--- src/common/mpu_pkg.sv ---
// Shared MPU types; 32-bit physical addresses only, fixed three-entry PMA table, no debug region
`default_nettype none

package mpu_pkg;

  //////////////////////////////////////////////////////////////////////
  // Basic types
  //////////////////////////////////////////////////////////////////////

  // Byte address on core and bus side
  typedef logic [31:0] addr_t;

  // Only user and machine mode exist on this path
  typedef enum logic {
    PRIV_U = 1'b0,
    PRIV_M = 1'b1
  } priv_e;

  // Status returned to the core with each response
  typedef enum logic [1:0] {
    MPU_OK       = 2'b00,
    MPU_RE_FAULT = 2'b01,
    MPU_WR_FAULT = 2'b10
  } mpu_status_e;

  // Error FSM states
  typedef enum logic [2:0] {
    MPU_IDLE        = 3'd0,
    MPU_RE_ERR_WAIT = 3'd1,
    MPU_WR_ERR_WAIT = 3'd2,
    MPU_RE_ERR_RESP = 3'd3,
    MPU_WR_ERR_RESP = 3'd4
  } mpu_state_e;

  //////////////////////////////////////////////////////////////////////
  // PMP
  //////////////////////////////////////////////////////////////////////

  // Address matching mode, same encoding as the pmpcfg A field
  typedef enum logic [1:0] {
    PMP_OFF   = 2'b00,
    PMP_TOR   = 2'b01,
    PMP_NA4   = 2'b10,
    PMP_NAPOT = 2'b11
  } pmp_mode_e;

  // Access kind; no fetch on the data side
  typedef enum logic [1:0] {
    PMP_ACC_WRITE = 2'b01,
    PMP_ACC_READ  = 2'b10
  } pmp_req_e;

  // One region configuration, 6 bits
  typedef struct packed {
    logic      lock;
    pmp_mode_e mode;
    logic      x;
    logic      w;
    logic      r;
  } pmp_cfg_t;

  //////////////////////////////////////////////////////////////////////
  // PMA
  //////////////////////////////////////////////////////////////////////

  // Inclusive start and end bounds
  typedef struct packed {
    addr_t start_addr;
    addr_t end_addr;
    logic  main;
    logic  read_only;
    logic  bufferable;
    logic  cacheable;
  } pma_region_t;

  localparam int PMA_NUM_REGIONS = 3;

  // ROM, RAM and IO; everything else is unmapped
  localparam pma_region_t PMA_TABLE [PMA_NUM_REGIONS] = '{
    '{start_addr: 32'h0000_0000, end_addr: 32'h0000_FFFF,
      main: 1'b1, read_only: 1'b1, bufferable: 1'b0, cacheable: 1'b1},
    '{start_addr: 32'h1000_0000, end_addr: 32'h1000_FFFF,
      main: 1'b1, read_only: 1'b0, bufferable: 1'b1, cacheable: 1'b1},
    '{start_addr: 32'h2000_0000, end_addr: 32'h2000_0FFF,
      main: 1'b0, read_only: 1'b0, bufferable: 1'b0, cacheable: 1'b0}
  };

endpackage

`default_nettype wire

--- src/mpu/mpu.sv ---
// Data-side MPU; faults always answered in order after drain, core must always accept responses
`default_nettype none

module mpu #(
  parameter int PMP_NUM_REGIONS = 4
) (
  input  logic                 clk,
  input  logic                 rst_n,

  // Core request
  input  logic                 core_req_valid_i,
  input  mpu_pkg::addr_t       core_req_addr_i,
  input  logic                 core_req_we_i,
  input  mpu_pkg::priv_e       core_req_priv_i,
  output logic                 core_req_ready_o,

  // Core response
  output logic                 core_rsp_valid_o,
  output mpu_pkg::mpu_status_e core_rsp_status_o,
  output logic                 core_rsp_bus_err_o,

  // Bus request
  output logic                 bus_req_valid_o,
  output mpu_pkg::addr_t       bus_req_addr_o,
  output logic                 bus_req_we_o,
  output logic [1:0]           bus_req_memtype_o,
  input  logic                 bus_req_ready_i,

  // Bus response
  input  logic                 bus_rsp_valid_i,
  input  logic                 bus_rsp_err_i,

  // PMP configuration
  input  logic                 csr_we_i,
  input  logic [3:0]           csr_idx_i,
  input  mpu_pkg::pmp_cfg_t    csr_cfg_i,
  input  mpu_pkg::addr_t       csr_addr_i,

  // From the transaction tracker
  input  logic                 one_txn_pend_n_i,
  input  logic                 full_i,

  output logic                 mpu_err_o
);

  import mpu_pkg::*;

  logic        pma_err;
  logic        pmp_err;
  logic        mpu_err;
  logic        pma_bufferable;
  logic        pma_cacheable;
  logic        mpu_block_core;
  logic        mpu_block_bus;
  logic        err_rsp_valid;
  logic        err_req_ready;
  mpu_status_e mpu_status;
  mpu_state_e  state_q;
  mpu_state_e  state_n;
  pmp_req_e    pmp_req_type;

  //////////////////////////////////////////////////////////////////////
  // Error FSM
  //////////////////////////////////////////////////////////////////////

  // A failing request is swallowed, then the FSM waits until it is the
  // only one left in flight and answers it in its place in the order
  always_comb begin
    state_n        = state_q;
    mpu_status     = MPU_OK;
    // Tracker full stalls every accept
    mpu_block_core = full_i;
    mpu_block_bus  = full_i;
    err_rsp_valid  = 1'b0;
    err_req_ready  = 1'b0;

    case (state_q)
      MPU_IDLE: begin
        if (core_req_valid_i && mpu_err) begin
          // Never let a faulting request out
          mpu_block_bus = 1'b1;
          if (!full_i) begin
            err_req_ready = 1'b1;
            if (core_req_we_i) begin
              state_n = one_txn_pend_n_i ? MPU_WR_ERR_RESP : MPU_WR_ERR_WAIT;
            end else begin
              state_n = one_txn_pend_n_i ? MPU_RE_ERR_RESP : MPU_RE_ERR_WAIT;
            end
          end
        end
      end
      MPU_RE_ERR_WAIT, MPU_WR_ERR_WAIT: begin
        // Earlier bus transactions still draining
        mpu_block_core = 1'b1;
        mpu_block_bus  = 1'b1;
        if (one_txn_pend_n_i) begin
          state_n = (state_q == MPU_RE_ERR_WAIT) ? MPU_RE_ERR_RESP : MPU_WR_ERR_RESP;
        end
      end
      MPU_RE_ERR_RESP, MPU_WR_ERR_RESP: begin
        mpu_block_core = 1'b1;
        mpu_block_bus  = 1'b1;
        err_rsp_valid  = 1'b1;
        mpu_status     = (state_q == MPU_RE_ERR_RESP) ? MPU_RE_FAULT : MPU_WR_FAULT;
        // Single cycle, the core takes it unconditionally
        state_n        = MPU_IDLE;
      end
      default: state_n = MPU_IDLE;
    endcase
  end

  always_ff @(posedge clk or negedge rst_n) begin
    if (!rst_n) begin
      state_q <= MPU_IDLE;
    end else begin
      state_q <= state_n;
    end
  end

  //////////////////////////////////////////////////////////////////////
  // Request and response paths
  //////////////////////////////////////////////////////////////////////

  assign bus_req_valid_o   = core_req_valid_i && !mpu_block_bus;
  assign bus_req_addr_o    = core_req_addr_i;
  assign bus_req_we_o      = core_req_we_i;
  // Bit 0 bufferable, bit 1 cacheable
  assign bus_req_memtype_o = {pma_cacheable, pma_bufferable};

  assign core_req_ready_o  = (bus_req_ready_i && !mpu_block_core) || err_req_ready;

  // Bus and fault responses never overlap
  assign core_rsp_valid_o   = bus_rsp_valid_i || err_rsp_valid;
  assign core_rsp_status_o  = mpu_status;
  assign core_rsp_bus_err_o = bus_rsp_valid_i && bus_rsp_err_i;

  assign mpu_err   = pma_err || pmp_err;
  assign mpu_err_o = mpu_err;

  //////////////////////////////////////////////////////////////////////
  // Checkers
  //////////////////////////////////////////////////////////////////////

  assign pmp_req_type = core_req_we_i ? PMP_ACC_WRITE : PMP_ACC_READ;

  mpu_pma u_pma (
    .addr_i           (core_req_addr_i),
    .we_i             (core_req_we_i),
    .pma_err_o        (pma_err),
    .pma_bufferable_o (pma_bufferable),
    .pma_cacheable_o  (pma_cacheable)
  );

  mpu_pmp #(
    .PMP_NUM_REGIONS (PMP_NUM_REGIONS)
  ) u_pmp (
    .clk        (clk),
    .rst_n      (rst_n),
    .csr_we_i   (csr_we_i),
    .csr_idx_i  (csr_idx_i),
    .csr_cfg_i  (csr_cfg_i),
    .csr_addr_i (csr_addr_i),
    .req_addr_i (core_req_addr_i),
    .req_type_i (pmp_req_type),
    .priv_i     (core_req_priv_i),
    .pmp_err_o  (pmp_err)
  );

endmodule

`default_nettype wire

--- src/mpu/mpu_pma.sv ---
// Fixed-table PMA lookup; purely combinational, first matching region wins, no misaligned handling
`default_nettype none

module mpu_pma (
  input  mpu_pkg::addr_t addr_i,
  input  logic           we_i,
  output logic           pma_err_o,
  output logic           pma_bufferable_o,
  output logic           pma_cacheable_o
);

  import mpu_pkg::*;

  // Set once a region has claimed the address
  logic matched;

  //////////////////////////////////////////////////////////////////////
  // Region search
  //////////////////////////////////////////////////////////////////////

  always_comb begin
    // Unmapped until proven otherwise
    matched          = 1'b0;
    pma_err_o        = 1'b1;
    pma_bufferable_o = 1'b0;
    pma_cacheable_o  = 1'b0;

    for (int i = 0; i < PMA_NUM_REGIONS; i++) begin
      // Lower index takes priority over overlapping later entries
      if (!matched &&
          (addr_i >= PMA_TABLE[i].start_addr) &&
          (addr_i <= PMA_TABLE[i].end_addr)) begin
        matched = 1'b1;

        if (we_i && PMA_TABLE[i].read_only) begin
          // Store to ROM
          pma_err_o        = 1'b1;
          pma_bufferable_o = 1'b0;
          pma_cacheable_o  = 1'b0;
        end else begin
          // Attributes only carried on a clean hit
          pma_err_o        = 1'b0;
          pma_bufferable_o = PMA_TABLE[i].bufferable;
          pma_cacheable_o  = PMA_TABLE[i].cacheable;
        end
      end
    end
  end

endmodule

`default_nettype wire

--- src/mpu/mpu_pmp.sv ---
// PMP with 1 to 16 regions; 32-bit addresses only, no granularity, exec bit stored but never checked
`default_nettype none

module mpu_pmp #(
  parameter int PMP_NUM_REGIONS = 4
) (
  input  logic              clk,
  input  logic              rst_n,
  input  logic              csr_we_i,
  input  logic [3:0]        csr_idx_i,
  input  mpu_pkg::pmp_cfg_t csr_cfg_i,
  input  mpu_pkg::addr_t    csr_addr_i,
  input  mpu_pkg::addr_t    req_addr_i,
  input  mpu_pkg::pmp_req_e req_type_i,
  input  mpu_pkg::priv_e    priv_i,
  output logic              pmp_err_o
);

  import mpu_pkg::*;

  // Region state, addresses held in word units
  pmp_cfg_t                   cfg_q  [PMP_NUM_REGIONS];
  addr_t                      addr_q [PMP_NUM_REGIONS];
  addr_t                      word_addr;
  logic [PMP_NUM_REGIONS-1:0] region_match;
  logic                       found;

  // NAPOT mask from the trailing ones of a region address
  // Word bit 0 is always ignored, so the smallest region is 8 bytes
  function automatic addr_t napot_mask_f(addr_t a);
    addr_t mask;
    logic  run;
    mask = '0;
    run  = 1'b1;
    for (int j = 1; j < 32; j++) begin
      run     = run & a[j-1];
      mask[j] = ~run;
    end
    return mask;
  endfunction

  //////////////////////////////////////////////////////////////////////
  // CSR write port
  //////////////////////////////////////////////////////////////////////

  always_ff @(posedge clk or negedge rst_n) begin
    if (!rst_n) begin
      for (int i = 0; i < PMP_NUM_REGIONS; i++) begin
        cfg_q[i]  <= '0;
        addr_q[i] <= '0;
      end
    end else if (csr_we_i) begin
      // Out of range index never hits; locked regions keep their value
      for (int i = 0; i < PMP_NUM_REGIONS; i++) begin
        if ((csr_idx_i == 4'(i)) && !cfg_q[i].lock) begin
          cfg_q[i]  <= csr_cfg_i;
          addr_q[i] <= csr_addr_i;
        end
      end
    end
  end

  //////////////////////////////////////////////////////////////////////
  // Per-region address match
  //////////////////////////////////////////////////////////////////////

  assign word_addr = {2'b00, req_addr_i[31:2]};

  for (genvar g = 0; g < PMP_NUM_REGIONS; g++) begin : gen_match
    addr_t tor_base;
    addr_t napot_mask;

    // Region 0 TOR starts at zero
    if (g == 0) begin : gen_base_zero
      assign tor_base = '0;
    end else begin : gen_base_prev
      assign tor_base = addr_q[g-1];
    end

    assign napot_mask = napot_mask_f(addr_q[g]);

    always_comb begin
      case (cfg_q[g].mode)
        PMP_TOR:   region_match[g] = (word_addr >= tor_base) && (word_addr < addr_q[g]);
        PMP_NA4:   region_match[g] = (word_addr == addr_q[g]);
        PMP_NAPOT: region_match[g] = ((word_addr & napot_mask) == (addr_q[g] & napot_mask));
        default:   region_match[g] = 1'b0;
      endcase
    end
  end

  //////////////////////////////////////////////////////////////////////
  // Priority and permission
  //////////////////////////////////////////////////////////////////////

  always_comb begin
    // No match: only machine mode gets through
    found     = 1'b0;
    pmp_err_o = (priv_i == PRIV_U);

    for (int i = 0; i < PMP_NUM_REGIONS; i++) begin
      if (!found && region_match[i]) begin
        found = 1'b1;
        if ((priv_i == PRIV_M) && !cfg_q[i].lock) begin
          // Unlocked regions do not constrain M mode
          pmp_err_o = 1'b0;
        end else if (req_type_i == PMP_ACC_WRITE) begin
          pmp_err_o = !cfg_q[i].w;
        end else begin
          pmp_err_o = !cfg_q[i].r;
        end
      end
    end
  end

endmodule

`default_nettype wire

--- src/mpu_subsys.sv ---
// MPU subsystem top; bus responses must come back in order, core always ready for responses
`default_nettype none

module mpu_subsys #(
  parameter int PMP_NUM_REGIONS = 4,
  parameter int MAX_OUTSTANDING = 4
) (
  input  logic                 clk,
  input  logic                 rst_n,

  input  logic                 core_req_valid_i,
  input  mpu_pkg::addr_t       core_req_addr_i,
  input  logic                 core_req_we_i,
  input  mpu_pkg::priv_e       core_req_priv_i,
  output logic                 core_req_ready_o,

  output logic                 core_rsp_valid_o,
  output mpu_pkg::mpu_status_e core_rsp_status_o,
  output logic                 core_rsp_bus_err_o,

  output logic                 bus_req_valid_o,
  output mpu_pkg::addr_t       bus_req_addr_o,
  output logic                 bus_req_we_o,
  output logic [1:0]           bus_req_memtype_o,
  input  logic                 bus_req_ready_i,

  input  logic                 bus_rsp_valid_i,
  input  logic                 bus_rsp_err_i,

  input  logic                 csr_we_i,
  input  logic [3:0]           csr_idx_i,
  input  mpu_pkg::pmp_cfg_t    csr_cfg_i,
  input  mpu_pkg::addr_t       csr_addr_i,

  output logic                 mpu_err_o
);

  logic accept;
  logic one_txn_pend_n;
  logic full;

  // Faulting requests count too, they are answered by the MPU
  assign accept = core_req_valid_i && core_req_ready_o;

  txn_tracker #(
    .MAX_OUTSTANDING (MAX_OUTSTANDING)
  ) u_txn_tracker (
    .clk              (clk),
    .rst_n            (rst_n),
    .accept_i         (accept),
    .resp_i           (core_rsp_valid_o),
    .one_txn_pend_n_o (one_txn_pend_n),
    .full_o           (full)
  );

  mpu #(
    .PMP_NUM_REGIONS (PMP_NUM_REGIONS)
  ) u_mpu (
    .clk                (clk),
    .rst_n              (rst_n),
    .core_req_valid_i   (core_req_valid_i),
    .core_req_addr_i    (core_req_addr_i),
    .core_req_we_i      (core_req_we_i),
    .core_req_priv_i    (core_req_priv_i),
    .core_req_ready_o   (core_req_ready_o),
    .core_rsp_valid_o   (core_rsp_valid_o),
    .core_rsp_status_o  (core_rsp_status_o),
    .core_rsp_bus_err_o (core_rsp_bus_err_o),
    .bus_req_valid_o    (bus_req_valid_o),
    .bus_req_addr_o     (bus_req_addr_o),
    .bus_req_we_o       (bus_req_we_o),
    .bus_req_memtype_o  (bus_req_memtype_o),
    .bus_req_ready_i    (bus_req_ready_i),
    .bus_rsp_valid_i    (bus_rsp_valid_i),
    .bus_rsp_err_i      (bus_rsp_err_i),
    .csr_we_i           (csr_we_i),
    .csr_idx_i          (csr_idx_i),
    .csr_cfg_i          (csr_cfg_i),
    .csr_addr_i         (csr_addr_i),
    .one_txn_pend_n_i   (one_txn_pend_n),
    .full_i             (full),
    .mpu_err_o          (mpu_err_o)
  );

endmodule

`default_nettype wire

--- src/txn_tracker.sv ---
// Outstanding transaction counter; count saturates at 0 and MAX_OUTSTANDING, full stalls accepts
`default_nettype none

module txn_tracker #(
  parameter int MAX_OUTSTANDING = 4
) (
  input  logic clk,
  input  logic rst_n,
  input  logic accept_i,
  input  logic resp_i,
  output logic one_txn_pend_n_o,
  output logic full_o
);

  localparam int CNT_W = $clog2(MAX_OUTSTANDING + 1);

  logic [CNT_W-1:0] cnt_q;
  logic [CNT_W-1:0] cnt_n;

  // Next count, simultaneous accept and response cancel out
  always_comb begin
    cnt_n = cnt_q;
    if (accept_i && !resp_i && (cnt_q != CNT_W'(MAX_OUTSTANDING))) begin
      cnt_n = cnt_q + 1'b1;
    end else if (resp_i && !accept_i && (cnt_q != '0)) begin
      cnt_n = cnt_q - 1'b1;
    end
  end

  always_ff @(posedge clk or negedge rst_n) begin
    if (!rst_n) begin
      cnt_q <= '0;
    end else begin
      cnt_q <= cnt_n;
    end
  end

  // Looks one cycle ahead for the error FSM
  assign one_txn_pend_n_o = (cnt_n == CNT_W'(1));
  assign full_o           = (cnt_q == CNT_W'(MAX_OUTSTANDING));

endmodule

`default_nettype wire

--- config.mk ---
export PLATFORM = sky130hd
export DESIGN_NAME = mpu_subsys
export DESIGN_NICKNAME = d
export VERILOG_FILES = /design/src/common/mpu_pkg.sv /design/src/mpu/mpu.sv /design/src/mpu/mpu_pma.sv /design/src/mpu/mpu_pmp.sv /design/src/mpu_subsys.sv /design/src/txn_tracker.sv
export SDC_FILE = /design/constraint.sdc
export NUM_CORES = 1
export LEC_CHECK = 0
export BUFFER_PORTS_ARGS = -buffer_cell sky130_fd_sc_hd__buf_2
export CORE_ASPECT_RATIO = 0.9
export CORE_MARGIN = 8
export CORE_UTILIZATION = 62
export CTS_BUF_LIST = sky130_fd_sc_hd__clkbuf_2 sky130_fd_sc_hd__clkbuf_4 sky130_fd_sc_hd__clkbuf_8
export CTS_CLUSTER_SIZE = 12
export DETAILED_ROUTE_END_ITERATION = 10
export PLACE_DENSITY = 0.83
export SLEW_MARGIN = 15
export SYNTH_ARGS = -nofsm -noshare
export SYNTH_HDL_FRONTEND = slang
export SYNTH_SLANG_ARGS = --single-unit
export TNS_END_PERCENT = 30
--- constraint.sdc ---
create_clock -name clk -period 6.9 [get_ports clk]
set_clock_uncertainty 0.15 [all_clocks]
set_input_delay 1.38 -clock clk [delete_from_list [all_inputs] [get_ports clk]]
set_output_delay 1.38 -clock clk [all_outputs]
set_load 0.05 [all_outputs]
# --- Yosys cells after proc, flatten, opt, wreduce, memory -nomap -nowiden ---
# Cells that the tools add are included.
totals:
  reg_bits: 154
  mem_bits_rw: 0
  in_bits: 83
  rom_bits: 0
  mem_count: 0
  latchBits: 0
  elab_cells: 440
  out_inout_bits: 42
op_classes:
  n_lt_le_gt_ge: 14
  eq_ne: 34
  n_mux: 51
  bitwise_logic: 253
  n_addsub: 2
  div_mod_pow: 0
  multipliers: 0
  n_reduce_logical: 64
  n_shift: 0
op_table:
  columns: ["op", "n"]
  rows:
  - ["$and 30x32->32", 4]
  - ["$and 32x32->32", 4]
  - ["$eq 30x32->1", 4]
  - ["$eq 32x32->1", 4]
  - ["$lt 30x32->1", 4]
  - ["$not 1->1", 125]
  - ["$and 1x1->1", 120]
  - ["$ge 30x32->1", 3]
  - ["$mux 1", 33]
  - ["$ge 32x1->1 const B", 1]
  - ["$ge 32x29->1 const B", 1]
  - ["$ge 32x30->1 const B", 1]
  - ["$le 32x16->1 const B", 1]
  - ["$le 32x29->1 const B", 1]
  - ["$le 32x30->1 const B", 1]
  - ["$ge 30x1->1 const B", 1]
  - ["$logic_and 1x1->1", 29]
  - ["$mux 3", 8]
  - ["$logic_not 1->1", 21]
  - ["$eq 2x2->1 const B", 8]
  - ["$pmux 1 s3", 4]
  - ["$eq 2x1->1 const B", 5]
  - ["$eq 4x2->1 const B", 2]
  - ["$mux 2", 4]
  - ["other kinds (19)", 29]

# --- Logic depth before layout (Yosys ltp) ---
# Gate-level depths: netlist of the first run.
logic_depth:
  depth_word: 61
  depth_mapped: 19

# --- Hierarchy ---
# Synthesis of the first run repeated with hierarchy kept, for this count alone.
unflattened:
  hier_cells: 1289
  area_unflattened_um2: 12156.7
by_module_without_submodules:
  columns: ["module", "seq_area_each_um2", "cells_each", "area_each_um2", "instances"]
  rows:
  - ["mpu_pmp", 3703.6, 1181, 11294.6, 1]
  - ["mpu", 75.1, 65, 504.2, 1]
  - ["txn_tracker", 75.1, 31, 279.0, 1]
  - ["mpu_pma", 0.0, 11, 72.6, 1]
  - ["mpu_subsys", 0.0, 1, 6.3, 1]

# --- Least setup slack after synthesis of the first run ---
# No wires, ideal clock.
synth_timing:
  path_type: "input to output"
  from: "input port core_req_addr_i[24]"
  to: "output port bus_req_valid_o"
  path_buffers: 0
  stages: 11
  required_ns: 5.370
  t_arrival_ns: 5.202
  setup_slack_ns: 0.168
  path_cell_list: "ha_1 > nand4_1 > or3_1 > or4_1 > nor3_1 > o41ai_1 > or3_1 > a221o_1 > a311o_1 > o21a_1 > nor2_1"
synth_between:
  elab_chain_len: 19
  word_cells_on_any_way: 65
  classes_between: "order compare (14); eq/ne (8); mux (18); bitwise (4); reduce/logical (21)"
synth_rtl:
  columns: ["item", "line_no", "text"]
  rows:
  - ["start, declared", "mpu_subsys.sv:12", "input mpu_pkg::addr_t core_req_addr_i,"]
  - ["$lt 30x32->1 (tied with other cells)", "mpu_pmp.sv:84", "PMP_TOR: region_match[g] = (word_addr >= tor_base) && (word_addr < addr_q[g]);"]
  - ["$logic_and 1x1->1 or $eq 32x32->1 (tied branches)", "mpu_pmp.sv:84, mpu_pmp.sv:86", null]
  - ["$pmux 1 s3", "mpu_pmp.sv:83", "case (cfg_q[g].mode)"]
  - ["$mux 1", "mpu_pmp.sv:102", "if (!found && region_match[i]) begin"]
  - ["$logic_not 1->1", "mpu_pmp.sv:102", null]
  - ["$logic_and 1x1->1", "mpu_pmp.sv:102", null]
  - ["$mux 1", "mpu_pmp.sv:102", null]
  - ["$logic_not 1->1", "mpu_pmp.sv:102", null]
  - ["(+4 left out)", null, null]
  - ["$mux 1", "mpu_pmp.sv:102", null]
  - ["$logic_or 1x1->1 (*)", "mpu.sv:137", "assign mpu_err = pma_err || pmp_err;"]
  - ["via mpu_err_o", "mpu_subsys.sv:35", "output logic mpu_err_o"]
  - ["$logic_and 1x1->1 (*)", "mpu.sv:79", "if (core_req_valid_i && mpu_err) begin"]
  - ["$mux 1 (*)", "mpu.sv:79", null]
  - ["$pmux 1 s2 (*)", "mpu.sv:77", "case (state_q)"]
  - ["$logic_not 1->1 (*)", "mpu.sv:124", "assign bus_req_valid_o = core_req_valid_i && !mpu_block_bus;"]
  - ["$logic_and 1x1->1 (*)", "mpu.sv:124", null]
  - ["end, declared", "mpu_subsys.sv:21", "output logic bus_req_valid_o,"]
# Mark *: on every way through the listed nets, which the timed path passes. The rest lies on a longest branch.

# --- Worst setup path after layout of the first run ---
layout_timing:
  from: "register u_mpu.u_pmp.addr_q[1] in the netlist's numbering"
  to: "output port core_req_ready_o"
layout_between:
  elab_chain_len: 41
  word_cells_on_any_way: 74
  classes_between: "order compare (1); eq/ne (2); mux (4); bitwise (62); reduce/logical (5)"
layout_rtl:
  columns: ["item", "line_no", "text"]
  rows:
  - ["start, declared", "mpu_pmp.sv:23", "addr_t addr_q [PMP_NUM_REGIONS];"]
  - ["start signal, assigned by index", "mpu_pmp.sv:57", "addr_q[i] <= csr_addr_i;"]
  - ["$and 1x1->1 (30 in series)", "mpu_pmp.sv:36", "run = run & a[j-1];"]
  - ["$not 1->1", "mpu_pmp.sv:37", "mask[j] = ~run;"]
  - ["$and 30x32->32 or $and 32x32->32 (tied branches)", "mpu_pmp.sv:86", "PMP_NAPOT: region_match[g] = ((word_addr & napot_mask) == (addr_q[g] & napot_mask));"]
  - ["$eq 32x32->1", "mpu_pmp.sv:86", null]
  - ["$pmux 1 s3 (*)", "mpu_pmp.sv:83", null]
  - ["$logic_and 1x1->1 (*)", "mpu_pmp.sv:102", null]
  - ["$mux 1 (*)", "mpu_pmp.sv:102", null]
  - ["$logic_or 1x1->1 (*)", "mpu.sv:137", null]
  - ["$logic_and 1x1->1 (*)", "mpu.sv:79", null]
  - ["$mux 1 (*)", "mpu.sv:79", null]
  - ["$mux 1 (*)", "mpu.sv:77", null]
  - ["$logic_or 1x1->1 (*)", "mpu.sv:130", "assign core_req_ready_o = (bus_req_ready_i && !mpu_block_core) || err_req_ready;"]
  - ["end, declared", "mpu_subsys.sv:15", "output logic core_req_ready_o,"]
# Every way passes the cells marked *; elsewhere a longest branch is shown, timed or not.

==> impl_metrics.yaml, run 1 <==
outcome:
  status: "complete, no violations"
timing:
  fin_crit_ns: 6.756
  final_hold_viol_count: 0
  tightest_slew_ns: 1.212
  clock.fmax_mhz: 148.0
  grt_setup_unrepaired: "false"
  hold_slack_ns: 0.3604
  relSlewSlack: 0.1914
  setup_tns_ns: 0
  fin_crit_sh: 0.9791
  slew_violations: 0
  finalSetupViolCount: 0
clock_tree:
  cts_tree: "done"
  cts.path.max_buffers: 2
  cts_made_buffers: 17
  ctsHoldBuffers: 0
  root_buffer: "clkbuf_8"
  clk_pin_slew_ns: 0.10
  cts_max_level: 4
  insertion_delay_ns: 0.48
  cts.sinks: 154
detailed_routing:
  drt-total-wl_mm: 39.57
  avgRoutedWirePerCell_um: 23.50
  via_count: 11180
  drtIter0Drc: 1258
  first_pass_iters: 5
  detail-route-antenna-nets: 0
  drc_errors: 0
  via_per_inst: 6.636
yosys:
  synth.largest_area_cell: "dfrtp_1"
  syn_area_um2: 12480
  synthTopCellsByArea: "dfrtp_1 (31%), mux2_2 (13%), ha_1 (12%)"
  synth-edff-count: 0
  seq_area_frac_synth: 0.3087
  synth-main-ff-cell: "dfrtp_1"
  yosys_warnings: 0
  synth.most_common_cell: "dfrtp_1"
  ys_ff_latch: 154
  synth_cells: 1312
  yosysTopAreaCellShare: 0.3087
  synth_nets: 1519
  ys_types: 86
  synthTopCellsByCount: "dfrtp_1 (154), mux2_2 (144), inv_1 (133)"
  synth-async-reset-ratio: 1.000
  postSynthAreaPerCell_um2: 9.516
die:
  dieArea_um2: 24940
  row_count: 49
  design.core.area_um2: 19860
  ios: 125
  start_util: 0.6285
  fp.dieH_um: 150.6
  die_w_um: 165.6
setup_path:
  cp.required_ns: 5.37
  path_max_fanout: 9
  cp-start-kind: "register"
  path_class: "reg -> out"
  cp-end-kind: "primary output"
  max_stage_delay_ns: 0.96
  path_cells: "and4_1 -> nand4_4 -> o41ai_1 -> o2111ai_1 -> nor4_1 -> buf_4 -> a21oi_1 -> or3_1 -> a221o_1 -> a311o_1 -> a21oi_1 -> o21ai_0 -> and2_1 -> buf_2"
  reg2regPathDepth: 18
  cp_slowest_cell: "o41ai_1"
  reg2reg_to: "u_mpu.state_q[1]"
  rrSetupSlack_ns: 1.09
  crit_arrival_ns: 5.23
  crit_path_frequent_cell: "a21oi_1"
  crit_family: "compound AO/OA/AOI/OAI gates"
  critical_path_buf_inv_count: 2
  r2r-start: "u_mpu.u_pmp.addr_q[1]"
global_routing:
  first_global_vias: 11060
  grt_max_degree: 97
  grt_usage: 0.3226
  grt-ovfl-total: 0
  antenna_found_initial: 2
  grt_pass1_wl_mm: 61.62
finish:
  diodes: 0
  layout-drive-gt1-share: 0.2582
  syn2layout_area_growth_pct: 10.07
  layout.nets: 1623
  layoutNonFillerInstCount: 1684
placement:
  port-buffer-count: 119
  place_congestion: 1.024
  dp_hpwl_mm: 30.65
  dp.cells: 1651
power_and_ir_drop:
  vdd_drop_max_mv: 0.2233
  cellPowerDensity_nw_per_um2: 168.3
  cellLeakagePower_uw: 0.006135
min_path:
  hp-class: "reg -> reg"
  whs_path_depth: 2
  hold_end: "u_mpu.u_pmp.cfg_q[5]"
  hp-start: "u_mpu.u_pmp.cfg_q[5]"
job:
  drv_cap: 0
-- state kept, by name, indices dropped and copies added, names as in the netlist --
name                            flops
u_mpu.state_q                       3
u_mpu.u_pmp.gen_match.tor_base     96
u_txn_tracker.cnt_q                 3
u_mpu.u_pmp.cfg_q                  20
u_mpu.u_pmp.addr_q                 32
-- power breakdown --
group	switching (µW)	total [µW]	internal, µW
clock	390	766	376
combinational	365	578	214
sequential	41.5	968	927
total	796	2310	1520
-- logic make-up (layout without fill, tap and decap cells) --
group,Yosys count,after routing,synth area share
flops,154,154,0.3087
fa+ha+maj,124,124,0.1243
xor+xnor,106,106,0.07557
buf+inv,211,328,0.07677
simple gates,308,308,0.1393
compound gates,264,264,0.1447
mux,145,145,0.1307
-- worst max path at each step --
stage,from,cells after the start,slack (ns),end
after detailed placement,core_req_addr_i[24],14,0.13,core_req_ready_o
after global placement,core_req_addr_i[24],14,0.23,core_req_ready_o
final,u_mpu.u_pmp.addr_q[1],14,0.14,core_req_ready_o
after global routing,core_req_addr_i[24],14,0.04,core_req_ready_o
after CTS,core_req_addr_i[24],14,0.12,core_req_ready_o
after floorplan,core_req_addr_i[24],11,0.17,bus_req_valid_o
-- area by class of cell --
cell class,instances,area [µm²]
well taps,255,319.1
fillers,1594,6122
clock inverters,14,185.2
clock buffers,18,247.7
flip-flops and latches,154,3854
multi-input cells,947,7705
inverters,133,499.2
repair buffers,163,932.1
-- tightest hold or removal path: cells and delay by family (launching register included) --
kind,cells,cell delay [ns]
flops,1,0.34
compound gates,1,0.07
buf+inv,1,0.06
-- routing by layer --
layer | track usage | vias up | share of wire
li1 | - | 4988 | -
met1 | 0.4355 | 5456 | 0.42
met2 | 0.4949 | 609 | 0.44
met3 | 0.07026 | 118 | 0.10
met4 | 0.1289 | 4 | 0.037
met5 | 0 | - | 0.00051
-- layout by cell type (no fill, tap or decap), drive strengths merged, types with 13 or more instances in the layout --
cell type	netlist	final
and3	16	16
inv	133	137
o21ai	55	55
o211ai	13	13
nand2	53	53
nor4	30	30
nand4	45	45
nor2	46	46
mux2	144	144
and2	14	14
ha	124	124
clkbuf	35	18
a21oi	70	70
nand3	34	34
dfrtp	154	154
nor3	17	17
and4	14	14
xnor2	66	66
xor2	40	40
buf	43	163
-- repair_timing --
| item | CTS | global route |
|---|---|---|
| setup buffers | 0 | 1 |
| gates resized for setup | 0 | 4 |
| endpoints found under the setup margin | 0 | 2 |
-- metrics by stage --
stage | setup WS [ns] | total power, µW | utilization | area (µm²)
2_1_floorplan | 0.1682 | 1378 | - | 12480
3_3_place_gp | 0.2279 | 1533 | 0.6685 | 13280
3_5_place_dp | 0.1303 | 1553 | 0.6685 | 13280
4_1_cts | 0.1204 | 2312 | 0.6903 | 13710
5_1_grt | 0.04063 | 2417 | 0.6918 | 13740
6_report | 0.1443 | 2312 | 0.6918 | 13740
No activity file was read; power rests on OpenSTA's default activity.
==> run 2: changes to the inputs <==
Settings changed: HOLD_SLACK_MARGIN set to 0.02, RECOVER_POWER set to 50.
==> run 2 against run 1 <==
Net effect: the run now ends with max-capacitance violations, max-slew violations left; total power about the same; global-route usage unchanged; clock power about the same; maximum frequency increased by 0.78%; via count about the same; clock-buffer cell count unchanged; flip-flop and latch count unchanged; largest power group unchanged.
==> impl_metrics.yaml, run 2 (synthesized netlist as in run 1, its figures left out) <==
min_path:
  whs_path_depth: 2
  hp-start: "u_mpu.u_pmp.cfg_q[5]"
  hold_end: "u_mpu.u_pmp.cfg_q[5]"
  hp-class: "reg -> reg"
die:
  row_count: 49
  die_w_um: 165.6
  ios: 125
  dieArea_um2: 24940
  fp.dieH_um: 150.6
  start_util: 0.6285
  design.core.area_um2: 19860
global_routing:
  grt_usage: 0.3226
  grt_max_degree: 97
  antenna_found_initial: 2
  first_global_vias: 11060
  grt_pass1_wl_mm: 61.62
  grt-ovfl-total: 0
timing:
  tightest_slew_ns: 4.452
  grt_setup_unrepaired: "false"
  final_hold_viol_count: 0
  fin_ws_ns: 0.1969
  slew_violations: 173
  fin_crit_ns: 6.703
  fin_crit_sh: 0.9715
  finalSetupViolCount: 0
  relSlewSlack: -1.968
  hold_slack_ns: 0.3630
  clock.fmax_mhz: 149.2
  setup_tns_ns: 0
detailed_routing:
  via_count: 11170
  drtIter0Drc: 1258
  avgRoutedWirePerCell_um: 23.46
  via_per_inst: 6.631
  drt-total-wl_mm: 39.53
  detail-route-antenna-nets: 0
  first_pass_iters: 6
  drc_errors: 0
finish:
  largest_reg_flops: 96
  regArea_um2: 3854
  final_common_cell: "dfrtp_1"
  syn2layout_area_growth_pct: 10.02
  layoutNonFillerInstCount: 1685
  layout_common_cells: "dfrtp_1 (154), mux2_2 (144), inv_1 (133)"
  fill_cells: 1594
  layout-drive-gt1-share: 0.2561
  layout.nets: 1623
  multi_input_area_um2: 7705
setup_path:
  cp-end-kind: "primary output"
  reg2regPathDepth: 18
  cp.required_ns: 5.37
  cp-start-kind: "register"
  crit_arrival_ns: 5.17
  path_class: "reg -> out"
  rrSetupSlack_ns: 1.15
  reg2reg_to: "u_mpu.state_q[1]"
  path_max_fanout: 9
  r2r-start: "u_mpu.u_pmp.addr_q[1]"
clock_tree:
  cts_max_level: 4
  root_buffer: "clkbuf_8"
  cts.sinks: 154
  clk_pin_slew_ns: 0.10
  cts.path.max_buffers: 2
  insertion_delay_ns: 0.49
  ctsHoldBuffers: 0
  cts_tree: "done"
  cts_made_buffers: 17
placement:
  dp.cells: 1651
  port-buffer-count: 119
  place_congestion: 1.024
  dp_slack_ns: 0.1303
  dp_hpwl_mm: 30.65
power_and_ir_drop:
  cellPowerDensity_nw_per_um2: 168.4
  power_uw: 2313
  cellLeakagePower_uw: 0.006126
  vdd_drop_max_mv: 0.2230
outcome:
  violations: "max-capacitance violations, max-slew violations"
  status: "finished, violations left"
job:
  drv_cap: 3
## run 2: cell count changes in the layout (fill, tap and decap cells not counted)
| cell | delta |
|---|---|
| clkdlybuf4s25_1 | +1 |
| clkbuf_1 | +2 |
| buf_6 | -1 |
| diode_2 | +1 |
| clkbuf_4 | +1 |
| buf_4 | -3 |
## run 2: what timing repair did
item                       in CTS  in global routing
setup buffers                   0                  1
setup endpoints to repair       0                  2
resized for setup               0                  4
## run 2: area by class of cell
class | count | area share
inverters | 133 | 0.03635
well taps | 255 | 0.02323
diodes | 1 | 0.0001822
clock inverters | 14 | 0.01348
clock buffers | 18 | 0.01804
repair buffers | 163 | 0.06723
flip-flops and latches | 154 | 0.2806
multi-input cells | 947 | 0.5609
## run 2: stage by stage
stage / instance area, µm² / utilization
after detailed placement: 13280 / 0.6685
after CTS: 13710 / 0.6903
after global routing: 13730 / 0.6914
after global placement: 13280 / 0.6685
final: 13740 / 0.6915
after floorplan: 12480 / -
## run 2: worst max-delay path by stage
| stage | startpoint | end | slack (ns) | depth (start not counted) |
|---|---|---|---|---|
| 6_report | u_mpu.u_pmp.addr_q[1] | core_req_ready_o | 0.20 | 14 |
| 4_1_cts | core_req_addr_i[24] | core_req_ready_o | 0.12 | 14 |
| 5_1_grt | core_req_addr_i[24] | core_req_ready_o | 0.04 | 14 |
| 3_3_place_gp | core_req_addr_i[24] | core_req_ready_o | 0.23 | 14 |
| 2_1_floorplan | core_req_addr_i[24] | bus_req_valid_o | 0.17 | 11 |
| 3_5_place_dp | core_req_addr_i[24] | core_req_ready_o | 0.13 | 14 |
## run 2: per-layer routing
metal  vias up  wire length, µm  global-route usage  share of wire
li1       4988                -                   -              -
met1      5483            16730              0.4355           0.42
met2       587            17670              0.4949           0.45
met3       111             3751             0.07026          0.095
met4         4             1362              0.1289          0.034
met5         -               20                   0        0.00051
## run 2: critical path: stages, from the launching register on
cell	delay [ns]
dfrtp_1	0.48
and4_1	0.46
nand4_4	0.26
o41ai_1	0.92
o2111ai_1	0.26
nor4_1	0.31
buf_4	0.19
a21oi_1	0.11
or3_1	0.38
a221o_1	0.33
a311o_1	0.34
a21oi_1	0.16
o21ai_0	0.08
and2_1	0.19
buf_2	0.21
## run 2: power by group
part	total, µW	internal (µW)	switching, µW	leakage (µW)
Sequential	968	927	41.2	0.00211
Clock	766	376	391	0.000220
Combinational	578	213	364	0.00379
